File: src/design/gpio_settings.svh
// GPIO block settings
// Pin count, bus widths, synchroniser depth and the APB register map

`ifndef GPIO_SETTINGS_SVH
`define GPIO_SETTINGS_SVH

// Pin count and APB data width, must be a multiple of 8
`define GPIO_DATA_W 32
// Word address width
`define GPIO_ADDR_W 4
// One strobe per byte lane
`define GPIO_STRB_W (`GPIO_DATA_W/8)
// Synchroniser depth on the pin inputs, at least 2
`define GPIO_SYNC_STAGES 2

// Register offsets
`define GPIO_ADR_MODE     `GPIO_ADDR_W'(0)
`define GPIO_ADR_DIR      `GPIO_ADDR_W'(1)
`define GPIO_ADR_OUT      `GPIO_ADDR_W'(2)
`define GPIO_ADR_IN       `GPIO_ADDR_W'(3)
`define GPIO_ADR_TR_TYPE  `GPIO_ADDR_W'(4)
`define GPIO_ADR_TR_LVL0  `GPIO_ADDR_W'(5)
`define GPIO_ADR_TR_LVL1  `GPIO_ADDR_W'(6)
`define GPIO_ADR_TR_STAT  `GPIO_ADDR_W'(7)
`define GPIO_ADR_IRQ_ENA  `GPIO_ADDR_W'(8)

`endif

File: src/design/gpio_pkg.sv
// GPIO types
// Vector types for pins, addresses and strobes, and the configuration
// state shared between the register file, pad control and trigger unit

`include "gpio_settings.svh"

package gpio_pkg;

  ////////////////////
  // Vector types
  ////////////////////

  // One bit per pin, also the APB data word
  typedef logic [`GPIO_DATA_W-1:0] gpio_data_t;
  // APB word address
  typedef logic [`GPIO_ADDR_W-1:0] gpio_addr_t;
  // Byte lane strobes
  typedef logic [`GPIO_STRB_W-1:0] gpio_strb_t;

  ////////////////////
  // Configuration
  ////////////////////

  // Software visible control registers
  typedef struct packed {
    gpio_data_t mode;     // 1 = open-drain, 0 = push-pull
    gpio_data_t dir;      // 1 = output
    gpio_data_t out;      // Output value
    gpio_data_t tr_type;  // 1 = edge, 0 = level
    gpio_data_t tr_lvl0;  // Low level or falling edge
    gpio_data_t tr_lvl1;  // High level or rising edge
    gpio_data_t irq_ena;  // Interrupt enable
  } gpio_cfg_t;

endpackage

File: src/design/gpio_apb_regs.sv
// GPIO APB register file
// Decodes APB accesses, merges written bytes into the configuration
// registers, forms the status clear mask and registers read data

`include "gpio_settings.svh"

module gpio_apb_regs
  import gpio_pkg::*;
(
  input  logic       PCLK,
  input  logic       PRESETn,
  input  logic       PSEL,
  input  logic       PENABLE,
  input  logic       PWRITE,
  input  gpio_addr_t PADDR,
  input  gpio_strb_t PSTRB,
  input  gpio_data_t PWDATA,
  input  gpio_data_t in_val,
  input  gpio_data_t stat,
  output gpio_data_t PRDATA,
  output gpio_cfg_t  cfg,
  output gpio_data_t stat_clr
);

  ////////////////////
  // Access decode
  ////////////////////

  // Write access phase, never stalled
  logic       wr_en;
  gpio_cfg_t  cfg_q;

  assign wr_en = PSEL & PENABLE & PWRITE;

  // Byte lane merge
  // Lanes with a strobe take the new byte, others keep orig
  function automatic gpio_data_t merge_lanes(
    input gpio_data_t orig,
    input gpio_data_t wdata,
    input gpio_strb_t strb
  );
    gpio_data_t res;
    for (int n = 0; n < `GPIO_STRB_W; n++) begin
      res[n*8 +: 8] = strb[n] ? wdata[n*8 +: 8] : orig[n*8 +: 8];
    end
    return res;
  endfunction

  ////////////////////
  // Config registers
  ////////////////////

  // One write per access, selected by word address
  always_ff @(posedge PCLK or negedge PRESETn) begin
    if (!PRESETn) begin
      cfg_q <= '0;
    end else if (wr_en) begin
      case (PADDR)
        `GPIO_ADR_MODE: begin
          cfg_q.mode <= merge_lanes(cfg_q.mode, PWDATA, PSTRB);
        end
        `GPIO_ADR_DIR: begin
          cfg_q.dir <= merge_lanes(cfg_q.dir, PWDATA, PSTRB);
        end
        // Input offset is read-only, writes land in the output register
        `GPIO_ADR_OUT, `GPIO_ADR_IN: begin
          cfg_q.out <= merge_lanes(cfg_q.out, PWDATA, PSTRB);
        end
        `GPIO_ADR_TR_TYPE: begin
          cfg_q.tr_type <= merge_lanes(cfg_q.tr_type, PWDATA, PSTRB);
        end
        `GPIO_ADR_TR_LVL0: begin
          cfg_q.tr_lvl0 <= merge_lanes(cfg_q.tr_lvl0, PWDATA, PSTRB);
        end
        `GPIO_ADR_TR_LVL1: begin
          cfg_q.tr_lvl1 <= merge_lanes(cfg_q.tr_lvl1, PWDATA, PSTRB);
        end
        `GPIO_ADR_IRQ_ENA: begin
          cfg_q.irq_ena <= merge_lanes(cfg_q.irq_ena, PWDATA, PSTRB);
        end
        // Status handled in the trigger unit
        default: begin
        end
      endcase
    end
  end

  assign cfg = cfg_q;

  // Write-one-to-clear mask
  // Strobe-masked write data, only on a status write
  always_comb begin
    stat_clr = '0;
    if (wr_en && (PADDR == `GPIO_ADR_TR_STAT)) begin
      stat_clr = merge_lanes('0, PWDATA, PSTRB);
    end
  end

  ////////////////////
  // Read data
  ////////////////////

  // Registered from PADDR on every edge
  // Valid through the access phase
  always_ff @(posedge PCLK or negedge PRESETn) begin
    if (!PRESETn) begin
      PRDATA <= '0;
    end else begin
      case (PADDR)
        `GPIO_ADR_MODE:    PRDATA <= cfg_q.mode;
        `GPIO_ADR_DIR:     PRDATA <= cfg_q.dir;
        `GPIO_ADR_OUT:     PRDATA <= cfg_q.out;
        `GPIO_ADR_IN:      PRDATA <= in_val;
        `GPIO_ADR_TR_TYPE: PRDATA <= cfg_q.tr_type;
        `GPIO_ADR_TR_LVL0: PRDATA <= cfg_q.tr_lvl0;
        `GPIO_ADR_TR_LVL1: PRDATA <= cfg_q.tr_lvl1;
        `GPIO_ADR_TR_STAT: PRDATA <= stat;
        `GPIO_ADR_IRQ_ENA: PRDATA <= cfg_q.irq_ena;
        // Unmapped offsets
        default:           PRDATA <= '0;
      endcase
    end
  end

endmodule

File: src/design/gpio_input_sync.sv
// GPIO input synchroniser
// Flop chain on the asynchronous pin inputs, then the sampling
// register that holds the architectural input value

`include "gpio_settings.svh"

module gpio_input_sync
  import gpio_pkg::*;
(
  input  logic       PCLK,
  input  logic       PRESETn,
  input  gpio_data_t gpio_i,
  output gpio_data_t in_val
);

  // Metastability chain, stage 0 samples the pins
  gpio_data_t sync_q [`GPIO_SYNC_STAGES];

  always_ff @(posedge PCLK or negedge PRESETn) begin
    if (!PRESETn) begin
      for (int n = 0; n < `GPIO_SYNC_STAGES; n++) begin
        sync_q[n] <= '0;
      end
      in_val <= '0;
    end else begin
      sync_q[0] <= gpio_i;
      for (int n = 1; n < `GPIO_SYNC_STAGES; n++) begin
        sync_q[n] <= sync_q[n-1];
      end
      // Sampling register, what software reads
      in_val <= sync_q[`GPIO_SYNC_STAGES-1];
    end
  end

endmodule

File: src/design/gpio_pad_ctrl.sv
// GPIO pad control
// Registered drive value and output enable per pin, push-pull or
// open-drain as selected by the mode register

module gpio_pad_ctrl
  import gpio_pkg::*;
(
  input  logic       PCLK,
  input  logic       PRESETn,
  input  gpio_cfg_t  cfg,
  output gpio_data_t gpio_o,
  output gpio_data_t gpio_oe
);

  // mode  dir  out   drive
  // -     0    -     Hi-Z, input only
  // 0     1    v     drive v
  // 1     1    0     drive low
  // 1     1    1     Hi-Z, released
  always_ff @(posedge PCLK or negedge PRESETn) begin
    if (!PRESETn) begin
      gpio_o  <= '0;
      gpio_oe <= '0;
    end else begin
      // Open-drain never drives a one
      gpio_o  <= cfg.out & ~cfg.mode;
      // Open-drain with out high releases the pin
      gpio_oe <= cfg.dir & ~(cfg.mode & cfg.out);
    end
  end

endmodule

File: src/design/gpio_top.sv
// GPIO top level
// 32-pin general purpose I/O on APB. Zero wait states, no error
// response. Pads are external, the block drives gpio_o and gpio_oe

module gpio_top
  import gpio_pkg::*;
(
  input  logic       PCLK,
  input  logic       PRESETn,
  input  logic       PSEL,
  input  logic       PENABLE,
  input  logic       PWRITE,
  input  gpio_addr_t PADDR,
  input  gpio_strb_t PSTRB,
  input  gpio_data_t PWDATA,
  output gpio_data_t PRDATA,
  output logic       PREADY,
  output logic       PSLVERR,
  output logic       irq,
  input  gpio_data_t gpio_i,
  output gpio_data_t gpio_o,
  output gpio_data_t gpio_oe
);

  gpio_cfg_t  cfg;
  gpio_data_t stat_clr;
  gpio_data_t stat;
  gpio_data_t in_val;

  // Never stalls, never errors
  assign PREADY  = 1'b1;
  assign PSLVERR = 1'b0;

  // Register file, sole APB slave
  gpio_apb_regs u_regs (
    .PCLK     (PCLK),
    .PRESETn  (PRESETn),
    .PSEL     (PSEL),
    .PENABLE  (PENABLE),
    .PWRITE   (PWRITE),
    .PADDR    (PADDR),
    .PSTRB    (PSTRB),
    .PWDATA   (PWDATA),
    .in_val   (in_val),
    .stat     (stat),
    .PRDATA   (PRDATA),
    .cfg      (cfg),
    .stat_clr (stat_clr)
  );

  // Pin inputs into the clock domain
  gpio_input_sync u_sync (
    .PCLK    (PCLK),
    .PRESETn (PRESETn),
    .gpio_i  (gpio_i),
    .in_val  (in_val)
  );

  // Output drive
  gpio_pad_ctrl u_pad (
    .PCLK    (PCLK),
    .PRESETn (PRESETn),
    .cfg     (cfg),
    .gpio_o  (gpio_o),
    .gpio_oe (gpio_oe)
  );

  // Triggers and interrupt
  gpio_trigger u_trig (
    .PCLK     (PCLK),
    .PRESETn  (PRESETn),
    .in_val   (in_val),
    .cfg      (cfg),
    .stat_clr (stat_clr),
    .stat     (stat),
    .irq      (irq)
  );

endmodule

File: src/design/gpio_trigger.sv
// GPIO trigger and interrupt unit
// Edge detection on the sampled inputs, level or edge trigger per pin,
// sticky status with write-one-to-clear and the interrupt output

module gpio_trigger
  import gpio_pkg::*;
(
  input  logic       PCLK,
  input  logic       PRESETn,
  input  gpio_data_t in_val,
  input  gpio_cfg_t  cfg,
  input  gpio_data_t stat_clr,
  output gpio_data_t stat,
  output logic       irq
);

  gpio_data_t in_dly_q;
  gpio_data_t rise_q;
  gpio_data_t fall_q;
  gpio_data_t lvl_hit;
  gpio_data_t edge_hit;
  gpio_data_t hit;

  ////////////////////
  // Edge detect
  ////////////////////

  // Edges registered, one cycle behind in_val
  always_ff @(posedge PCLK or negedge PRESETn) begin
    if (!PRESETn) begin
      in_dly_q <= '0;
      rise_q   <= '0;
      fall_q   <= '0;
    end else begin
      in_dly_q <= in_val;
      rise_q   <= in_val & ~in_dly_q;
      fall_q   <= in_dly_q & ~in_val;
    end
  end

  ////////////////////
  // Trigger eval
  ////////////////////

  // lvl0 selects low level / falling edge, lvl1 high level / rising edge
  assign lvl_hit  = (cfg.tr_lvl0 & ~in_val) | (cfg.tr_lvl1 & in_val);
  assign edge_hit = (cfg.tr_lvl0 & fall_q) | (cfg.tr_lvl1 & rise_q);
  assign hit      = (~cfg.tr_type & lvl_hit) | (cfg.tr_type & edge_hit);

  // Sticky status, a new hit wins over a clear in the same cycle
  // Interrupt follows status one cycle later
  always_ff @(posedge PCLK or negedge PRESETn) begin
    if (!PRESETn) begin
      stat <= '0;
      irq  <= 1'b0;
    end else begin
      stat <= (stat & ~stat_clr) | hit;
      irq  <= |(cfg.irq_ena & stat);
    end
  end

endmodule

File: config.mk
export PLATFORM = sky130hd
export DESIGN_NAME = gpio_top
export DESIGN_NICKNAME = d
export VERILOG_FILES = /design/src/design/gpio_pkg.sv /design/src/design/gpio_apb_regs.sv /design/src/design/gpio_input_sync.sv /design/src/design/gpio_pad_ctrl.sv /design/src/design/gpio_top.sv /design/src/design/gpio_trigger.sv
export VERILOG_INCLUDE_DIRS = /design/src /design/src/design
export SDC_FILE = /design/constraint.sdc
export NUM_CORES = 1
export LEC_CHECK = 0
export ABC_AREA = 1
export BUFFER_PORTS_ARGS = -buffer_cell sky130_fd_sc_hd__buf_4
export CAP_MARGIN = 20
export CORE_MARGIN = 2
export CORE_UTILIZATION = 55
export DETAILED_ROUTE_END_ITERATION = 8
export PLACE_DENSITY = 0.8
export SYNTH_ARGS = -nofsm -noshare
export SYNTH_HDL_FRONTEND = slang
export SYNTH_SLANG_ARGS = --single-unit
File: constraint.sdc
create_clock -name PCLK -period 1.2 [get_ports PCLK]
set_clock_uncertainty 0.05 [all_clocks]
set_input_delay 0.06 -clock PCLK [delete_from_list [all_inputs] [get_ports PCLK]]
set_output_delay 0.06 -clock PCLK [all_outputs]
set_load 0.1 [all_outputs]
Yosys cells after proc, flatten, opt, wreduce, memory -nomap -nowiden:

Cells that the tools add are included.

* input port bits: 77
* register bits after elaboration: 545

* mux-type cells: 6
* equal/unequal tests: 8
* reductions and logical operators: 32
* bitwise operators: 25

Operator list (count)
* AND 32 bit: 13
* case mux 32 bit (9 select lines): 1
* NOT 32 bit: 6
* OR 32 bit: 4
* AND reduction 3 bit: 28
* two-way mux 32 bit: 1
* two-way mux 8 bit: 4
* OR reduction 32 bit: 1
* equality test 4 x 3 -> 1 bit, second input constant: 4
* equality test 4 x 2 -> 1 bit, second input constant: 2
* equality test 4 x 1 -> 1 bit, second input constant: 1
* equality test 4 bit, second input constant: 1
* zero test 4 bit: 1
* AND 1 bit: 2
* OR reduction 2 bit: 1
* logical AND 1 bit: 1

Longest topological paths before layout:

Gate-level depths: netlist of run 1.

* depth in word-level cells: 7
* depth in mapped cells: 8
* mapped depth without buffers: 6

By module:

Synthesis of run 1 repeated with hierarchy kept, for this count alone.

* cells, all modules: 2327
* area, all modules: 21282.9 µm²

Modules (own cells, without submodules)
* gpio_apb_regs: instances 1, cells each 1427, area each 11549.8 µm², sequential area each 6406.1 µm²
* gpio_trigger: instances 1, cells each 608, area each 5186.2 µm², sequential area each 3228.1 µm²
* gpio_input_sync: instances 1, cells each 96, area each 2402.3 µm², sequential area each 2402.3 µm²
* gpio_pad_ctrl: instances 1, cells each 192, area each 2122.0 µm², sequential area each 1601.5 µm²
* gpio_top: instances 1, cells each 4, area each 22.5 µm², sequential area each 0.0 µm²

Worst setup path after synthesis of run 1:

OpenSTA, ideal clock, no wires.

* kind: in2reg
* start point: in PWRITE
* end point: reg u_regs.cfg_q (netlist bit u_regs.cfg[213])
* required time: 1.022 ns
* cell stages on the path: 6
* path buffers: 1
* data arrival time: 0.976 ns
* setup time: 0.128 ns
* setup slack: 0.046 ns
* cells stage by stage: nand3_1 -> nor2_1 -> nand2_1 -> buf_2 -> nand2_1 -> o21ai_0

* longest elaborated chain between the ends: 2

Ends and longest elaborated chain
* start: declaration: RTL line gpio_top.sv:12 `input logic PWRITE,`
* AND 1 bit: RTL line gpio_apb_regs.sv:33 `assign wr_en = PSEL & PENABLE & PWRITE;`
* AND reduction 3 bit (no source line)
* end: declaration: RTL line gpio_apb_regs.sv:31 `gpio_cfg_t cfg_q;`

No other way between the ends.
A chain may end at the register's enable or synchronous reset.

Worst setup path in the final report of run 1:

* start point: reg u_regs.PRDATA[12]
* end point: out PRDATA[12]

RTL lines
* start: declaration: RTL line gpio_apb_regs.sv:20 `output gpio_data_t PRDATA,`
* start signal: assignment: RTL line gpio_apb_regs.sv:110 `` `GPIO_ADR_MODE: PRDATA <= cfg_q.mode; ``
* start signal: assignment: RTL line gpio_apb_regs.sv:111 `` `GPIO_ADR_DIR: PRDATA <= cfg_q.dir; ``
* start signal: assignment: RTL line gpio_apb_regs.sv:112 `` `GPIO_ADR_OUT: PRDATA <= cfg_q.out; ``
* end: declaration: RTL line gpio_top.sv:16 `output gpio_data_t PRDATA,`

No word-level cell between the ends.

==> impl_metrics.toml, run 1 <==
[synthesis]
synth_common_cells = "nand2_1, dfrtp_1, nand3_1, o21ai_0, nor2_1"
ys_types = 18
synthArstFlopShare_pct = 100.0
synth.avg_cell_area_sq_um = 9.346
yosysMostFrequentCell = "nand2_1"
synth_warnings = 0
synth.area.top_cells = "dfrtp_1, nand2_1, nand3_1"
synth_edf_count = 0
synth_area_leader_cell = "dfrtp_1"
ys_seq_elements = 545
syn_nets = 2338
ys.flop_type = "dfrtp_1"
synth_area_sq_um = 21130
netlist_instances = 2261
yosysTopAreaCellShare_pct = 64.54
synth_seq_area_share_pct = 64.54

[setup_path]
r2r_slack_ps = 50
critPathCaptureType = "output pin"
reg2regPathDepth = 5
critical_path_class = "flip-flop to output pin"
cp-start-kind = "flip-flop"
crit-reg2reg-capture = "u_trig.stat[12]"
crit_chain = "buf_12"
cp_top_family = "flip-flops"
cpPeakStageDelay_ps = 440
crit_cells = 1
r2r_start = "u_sync.in_val[12]"
crit_slowest_cell = "dfrtp_1"
crit_required_ps = 1090
crit_path_max_fanout = 1
critPathLaunch = "u_regs.PRDATA[12]"
endpoint = "PRDATA[12]"
crit_arrival_ps = 1260
cp_num_buf_inv = 1

[clocking]
htree_num_levels = 2
path_clk_slew_ps = 70
clock-root-buffer = "clkbuf_16"
cts_tree = "done"
cts_setup_buffers = 0
cts_buffers = 53
cts.sinks = 545
clock_latency_ps = 630
clk_path_buf_depth = 3

[placement]
hpwl_microns = 35070
place_congestion = 0.8509
port-buffer-count = 173
pre_cts_ws_ps = -225.4

[die]
rows = 71
start_util_pct = 55.97
die_x_microns = 200.0
core_sq_um = 37760
die_y_microns = 200.0
die_area_sq_um = 40000
io_pins = 176

[worst_hold_path]
hold_class = "input port to flip-flop"
holdCritStartpoint = "gpio_i[1]"

[finish]
fillers = 2481
fin_nets = 2684
syn_to_final_growth_pct = 31.13
drive_above_1_share_pct = 15.70
fin_util_pct = 73.40

[global_route]
grt_max_degree = 82
overflow = 0
grtUsageTotal_pct = 29.43
antenna_found_initial = 4
grt_pass1_vias = 17893
grt_first_pass_wirelength_microns = 91090

[power_and_ir_drop]
power.leakage_uw = 0.01357
powerDensity_nw_per_um2 = 1601
ir_worst_vdd_mv = 1.108

[sta]
tightest_slew_ps = 626.8
fin_setup_tns_ps = -8782
rsz0062_at_grt = "true"
setup_viol = 107
slew_headroom_pct = 58.08
fin_crit_sh_pct = 114.4
setup_ws_ps = -172.4
min_period_ps = 1372
final-hold-violation-count = 0
drv_slew = 0
fmax_ghz = 0.7286

[drt]
postRouteAntennaNets = 0
drt-total-wl_microns = 57660
dr.pass1.iters = 6
wl_per_cell_microns = 18.26
remaining_drc_errors = 0
vias = 17693
drtIter0Drc = 1851
vias_per_cell = 5.603

[outcome]
violations = "negative setup slack"
outcome = "finished with violations"

[flow_run]
cap_viol_max_count = 0
[final cells by class]
type | instances | area [sq um] | area share, %
flip-flops and latches | 545 | 13650 | 49.24
multi-input cells | 1495 | 6589 | 23.78
diodes | 3 | 7.507 | 0.02709
clock buffers | 79 | 1574 | 5.680
inverters | 137 | 514.2 | 1.856
clock inverters | 13 | 197.7 | 0.7134
repair buffers | 375 | 4543 | 16.40
well taps | 511 | 639.4 | 2.307
[cells by family (layout without fill, tap and decap cells)]
family / Yosys count / in the layout / synth area share [%]
simple gates: 1173 / 1173 / 22.95
flops: 545 / 545 / 64.54
compound gates: 320 / 320 / 7.958
buf+inv: 221 / 604 / 4.518
other cells: 2 / 5 / 0.03554
[registers in the layout (all words and copies together), names as in the netlist, 32 cells and up]
register and count:
u_trig.in_dly_q 32, u_trig.fall_q 32, u_pad.gpio_oe 32, u_sync.in_val 32
u_trig.rise_q 32, u_regs.cfg 224, u_sync.sync_q 64, u_regs.PRDATA 32
u_trig.stat 32, u_pad.gpio_o 32
[power breakdown]
group | internal [uW] | switching [uW] | total (uW)
logic | 2250 | 4360 | 6610
clock network | 9900 | 7020 | 16900
registers | 19700 | 1140 | 20800
total | 31900 | 12500 | 44400
[what timing repair did]
action	4_1_cts	5_1_grt
gates resized for setup	197	47
pin swaps	0	0
hold buffers	66	1
setup endpoints to repair	98	114
gates cloned	0	0
hold endpoints to repair	833	10
[metal layers]
layer  part of all wire [%]  wire, microns  global-route usage (%)  vias to the layer above
li1                       -              -                       -                     8011
met3                    8.0           4613                   5.360                      193
met1                     38          21990                   37.55                     8633
met2                     49          28420                   48.39                      856
met4                    4.6           2633                   15.58                        0
met5                      0              0                       0                        -
[cell usage in the layout (no fill, tap or decap), types with 11 or more instances in the layout]
master         netlist  layout
nand2_1            662     660
dfrtp_1            545     539
nand3_1            322     322
o21ai_0            273     271
nor2_1             180     172
buf_4                3     159
inv_1              136     136
buf_12               0      88
dlygate4sd3_1        0      66
buf_8                0      61
clkbuf_16            0      53
a21boi_0            32      32
o21ai_1             15      17
clkbuf_8             0      15
clkbuf_1            30      11
[stage by stage]
stage / cell area (sq um) / power [uW] / hold slack [ps] / std cells
after floorplan: 21130 / 24430 / -285.6 / 2261
after global placement: 24340 / 26570 / -117.4 / 2997
after detailed placement: 24340 / 26770 / -115.8 / 2997
after CTS: 27530 / 44230 / 16.74 / 3155
after global routing: 27710 / 45910 / 43.00 / 3158
final: 27710 / 44370 / 34.76 / 3158
[how the worst min path moves through the flow]
stage                              to  slack, ps  cells past startpoint
finish              u_sync.sync_q[33]         30                      2
global route        u_sync.sync_q[33]         40                      2
CTS                 u_sync.sync_q[33]         20                      2
detailed placement  u_sync.sync_q[37]       -120                      1
global placement    u_sync.sync_q[37]       -120                      1
floorplan             u_pad.gpio_o[0]       -290                      0
(Power assumes the default switching activity.)
==> inputs of run 2 (changes only) <==
PLACE_DENSITY = not set   (was 0.8)
PLACE_DENSITY_LB_ADDON = 0.1   (was not set)
==> run 2 against run 1 <==
  * The flow finishes with violations (negative hold slack, negative setup slack)
  * Setup slack improved by 38 ps
  * Sequential power hardly changed
  * Clock-buffer cell count fell by 2
  * Register-to-register slack barely moved
  * Worst hold slack got worse by 150 ps
  * Critical path depth unchanged
  * Global-route usage down 0.68 points
  * Maximum frequency grew 2.9%
  * First-iteration DRC count fell by 32%
  * Cell count grew 1.2%
  * Largest cell class unchanged
  * Clock power up 9%
==> impl_metrics.toml, run 2 (synthesis results as in run 1) <==
[setup_path]
critPathCaptureType = "output pin"
crit_required_ps = 1090
cp_num_buf_inv = 1
cp_top_family = "flip-flops"
crit-reg2reg-capture = "u_trig.irq"
endpoint = "gpio_o[13]"
r2r_slack_ps = 60
cp-start-kind = "flip-flop"
crit_cells = 1
cpPeakStageDelay_ps = 420
crit_chain = "buf_12"
reg2regPathDepth = 6
crit_arrival_ps = 1220
critical_path_class = "flip-flop to output pin"
critPathLaunch = "u_pad.gpio_o[13]"
r2r_start = "u_regs.cfg[8]"
crit_path_max_fanout = 1
crit_slowest_cell = "dfrtp_1"

[drt]
remaining_drc_errors = 0
vias = 17448
vias_per_cell = 5.461
drt-total-wl_microns = 56200
drtIter0Drc = 1261
wl_per_cell_microns = 17.59
dr.pass1.iters = 6
postRouteAntennaNets = 0

[finish]
syn_to_final_growth_pct = 33.58
largest_register_ffs = 224
final_cell_mix = "nand2_1, dfrtp_1, nand3_1"
fin_nets = 2715
drive_above_1_share_pct = 17.03
diodes = 0
layout_commonest_cell = "nand2_1"

[clocking]
clk_path_buf_depth = 3
path_clk_slew_ps = 60
cts_hold_buf = 65
cts_tree = "done"
cts_buffers = 54
clock-root-buffer = "clkbuf_16"
htree_num_levels = 2
clock_latency_ps = 610
cts.sinks = 545

[global_route]
grtUsageTotal_pct = 28.75
grt_max_degree = 83
grt_pass1_vias = 17254
overflow = 0
antenna_found_initial = 0
grt_first_pass_wirelength_microns = 89300

[sta]
setup_ws_ps = -134.1
drv_slew = 0
min_period_ps = 1334
final-hold-violation-count = 15
fin_setup_tns_ps = -8266
fmax_ghz = 0.7496
setup_viol = 97
rsz0062_at_grt = "true"
fin_hold_ws_ps = -117.4
fin_crit_sh_pct = 111.2

[power_and_ir_drop]
ir_worst_vdd_mv = 1.299
power.leakage_uw = 0.01387
powerDensity_nw_per_um2 = 1626

[die]
die_y_microns = 200.0
start_util_pct = 55.97
die_area_sq_um = 40000
io_pins = 176
die_x_microns = 200.0
rows = 71
core_sq_um = 37760

[flow_run]
cap_viol_max_count = 0

[placement]
port-buffer-count = 173
pre_cts_ws_ps = -255.6
hpwl_microns = 35290
place_congestion = 0.8488

[outcome]
violations = "negative hold slack, negative setup slack"
outcome = "finished with violations"

[worst_hold_path]
hold_class = "input port to async pin"
[run 2: cell count changes in the layout (fill, tap and decap cells not counted), moves of 3 or more]
cell / delta
buf_4: +22
buf_12: +7
clkinv_2: +7
bufinv_16: +5
dfrtp_1: +4
dfrtp_2: -4
buf_8: +3
clkbuf_1: -3
diode_2: -3
[run 2: layer usage]
layer / vias up / share of wire (%) / GRT usage (%) / routed length (microns)
met5: - / 0 / 0 / 0
met4: 0 / 2.7 / 10.26 / 1537
met3: 131 / 6.5 / 5.292 / 3637
met2: 711 / 50 / 47.90 / 27980
met1: 8516 / 41 / 38.14 / 23040
li1: 8090 / - / - / -
[run 2: layout make-up]
cell class | count | area, sq um
sequential | 545 | 13640
fill | 2587 | 9527
multi-input combinational | 1495 | 6599
timing repair buffer | 405 | 4872
clock buffer | 77 | 1588
tap | 511 | 639.4
inverter | 137 | 514.2
clock inverter | 25 | 375.4
[run 2: worst min path at each step]
| stage | to | slack, ps | depth (start not counted) |
|---|---|---|---|
| finish | u_regs.PRDATA[20] | -120 | 2 |
| floorplan | u_pad.gpio_o[0] | -290 | 0 |
| CTS | u_regs.PRDATA[21] | -150 | 2 |
| detailed placement | u_regs.PRDATA[20] | -110 | 1 |
| global route | u_regs.PRDATA[20] | -120 | 2 |
| global placement | u_regs.PRDATA[19] | -110 | 1 |
[run 2: stage by stage]
step                utilization [%]  power [uW]  cells  instance area, sq um
global route                  74.77       47560   3195                 28230
CTS                           74.28       45850   3195                 28040
finish                        74.77       45900   3195                 28230
floorplan                         -       24430   2261                 21130
global placement              65.39       26730   3028                 24690
detailed placement            65.39       26890   3028                 24690
[run 2: where the power goes]
group          switching (uW)  leakage [uW]  internal, uW  total (uW)
sequential               1120       0.00695         19700       20800
clock                    7210      0.000973         11200       18400
combinational            4350       0.00595          2370        6720
total                   12700        0.0139         33200       45900
[run 2: repair_timing]
item	4_1_cts	5_1_grt
buffers inserted	0	0
resized for setup	195	47
endpoints found under the hold margin	833	15
endpoints found under the setup margin	98	104
pin swaps	1	8
==> inputs of run 3 (changes only) <==
CORE_UTILIZATION = 54   (was 55)
clock period = 1.1 ns   (was 1.2 ns; I/O delays follow)
==> run 3 against run 2 <==
  * Final area up 1.1%
  * Global-route usage down 1.2 points
  * Critical path depth unchanged
  * Largest power group unchanged
  * Setup slack worse by 110 ps
  * Combinational power up 10%
  * Non-clock buffer count up 20
  * The flow still finishes with violations (negative hold slack, negative setup slack)
  * Utilization down 0.95 points
  * Sequential share of layout area down 0.47 points
==> impl_metrics.toml, run 3 (synthesis results as in run 1) <==
[placement]
port-buffer-count = 173
hpwl_microns = 34600
dp.cells = 3052
dpl_cell_area_sq_um = 24890
place_congestion = 0.8603

[drt]
drtIter0Drc = 1332
wl_met2_microns = 26960
vias = 17137
vias_per_cell = 5.320
dr_wl_met3_microns = 2902
m1WireLength_microns = 23430
routed.top_layer = "met4"
wl_per_cell_microns = 17.05
remaining_drc_errors = 0
drt-total-wl_microns = 54900
dr.pass1.iters = 8
postRouteAntennaNets = 0

[setup_path]
crit_arrival_ps = 1240
crit_chain = "buf_12"
cp_top_family = "flip-flops"
critical_path_class = "flip-flop to output pin"
cpPeakStageDelay_ps = 450
crit_path_max_fanout = 1
crit_slowest_cell = "dfrtp_2"
cp_num_buf_inv = 1
r2r_slack_ps = -110
cp-start-kind = "flip-flop"
crit_required_ps = 1000
critPathCaptureType = "output pin"

[clocking]
cts_hold_buf = 65
cts_tree = "done"
path_clk_slew_ps = 70
clock-root-buffer = "clkbuf_16"
clk_path_buf_depth = 3
cts.sinks = 545
cts_buffers = 55
clock_latency_ps = 600
htree_num_levels = 2

[sta]
rsz0062_at_grt = "true"
fin_setup_tns_ps = -16870
drv_slew = 0
setup_ws_ps = -240.4
setup_viol = 98
fin_hold_ws_ps = -120.2
fin_crit_sh_pct = 121.9
min_period_ps = 1340
fmax_ghz = 0.7461
final-hold-violation-count = 13

[die]
start_util_pct = 54.68
die_y_microns = 201.8
io_pins = 176
core_sq_um = 38650
rows = 72
die_x_microns = 201.8
die_area_sq_um = 40730

[worst_hold_path]
hold_class = "input port to async pin"

[outcome]
violations = "negative hold slack, negative setup slack"
outcome = "finished with violations"

[global_route]
grtUsageTotal_pct = 27.52
grt_max_degree = 67
antenna_found_initial = 1
grt_first_pass_wirelength_microns = 89160
overflow = 0
grt_pass1_vias = 17240

[finish]
fin_nets = 2736
drive_above_1_share_pct = 19.10
final_cell_mix = "nand2_1, dfrtp_1, nand3_1"
seq_area_sq_um = 13650
postLayoutCellArea_sq_um = 28530
fillers = 2690
layout_commonest_cell = "nand2_1"
multiInputGateArea_sq_um = 6719
largest_register_ffs = 224
fin_cells = 3221
syn_to_final_growth_pct = 35.00

[flow_run]
cap_viol_max_count = 0

[power_and_ir_drop]
power.leakage_uw = 0.01402
powerDensity_nw_per_um2 = 1740
ir_worst_vdd_mv = 1.344
## run 3: changes by cell type in the layout (fill, tap and decap cells not counted), sizes merged
cell    before  now
clkbuf      77   76
bufinv       9    7
diode        0    1
buf        340  360
inv        139  138
clkinv      13   15
## run 3: metrics by stage
stage	util [%]	power (uW)	setup WS [ps]
global placement	64.39	29230	-373.3
floorplan	-	26650	-49.47
global route	73.82	51540	-262.3
detailed placement	64.39	29380	-425.0
finish	73.82	49640	-240.4
CTS	72.93	49670	-257.7
## run 3: per-layer routing
metal / vias to the layer above / global-route usage, %
li1: 8112 / -
met1: 8369 / 37.89
met2: 555 / 45.26
met3: 101 / 3.483
met4: 0 / 10.32
met5: - / 0
## run 3: worst paths after layout
kind | endpoint | cells past startpoint | startpoint
setup reg to reg | u_trig.irq | 6 | u_regs.cfg[19]
max in group asynchronous | u_sync.in_val[12] | 4 | PRESETn
min in group PCLK | u_sync.sync_q[62] | 2 | gpio_i[30]
setup / recovery | gpio_o[2] | 1 | u_pad.gpio_o[2]
hold / removal | u_regs.cfg[117] | 2 | PRESETn
hold reg to reg | u_sync.sync_q[19] | 0 | u_sync.sync_q[51]
## run 3: final cells by class
cell class | instances | share of cell area (%)
diodes | 1 | 0.008772
flip-flops and latches | 545 | 47.86
multi-input cells | 1495 | 23.55
clock inverters | 24 | 1.066
repair buffers | 425 | 17.81
well taps | 518 | 2.272
inverters | 137 | 1.803
clock buffers | 76 | 5.636
## run 3: what timing repair did
action,in CTS,in global routing
resized for setup,198,98
pin swaps,2,33
endpoints found under the hold margin,833,13
buffers inserted,0,3
gates cloned,0,0
endpoints found under the setup margin,101,140
## run 3: where the power goes
group | leakage [uW] | total, uW | switching (uW) | internal (uW)
combinational | 0.00612 | 7420 | 4760 | 2660
sequential | 0.00694 | 22700 | 1180 | 21500
clock | 0.000955 | 19500 | 7720 | 11800
total | 0.0140 | 49600 | 13700 | 36000
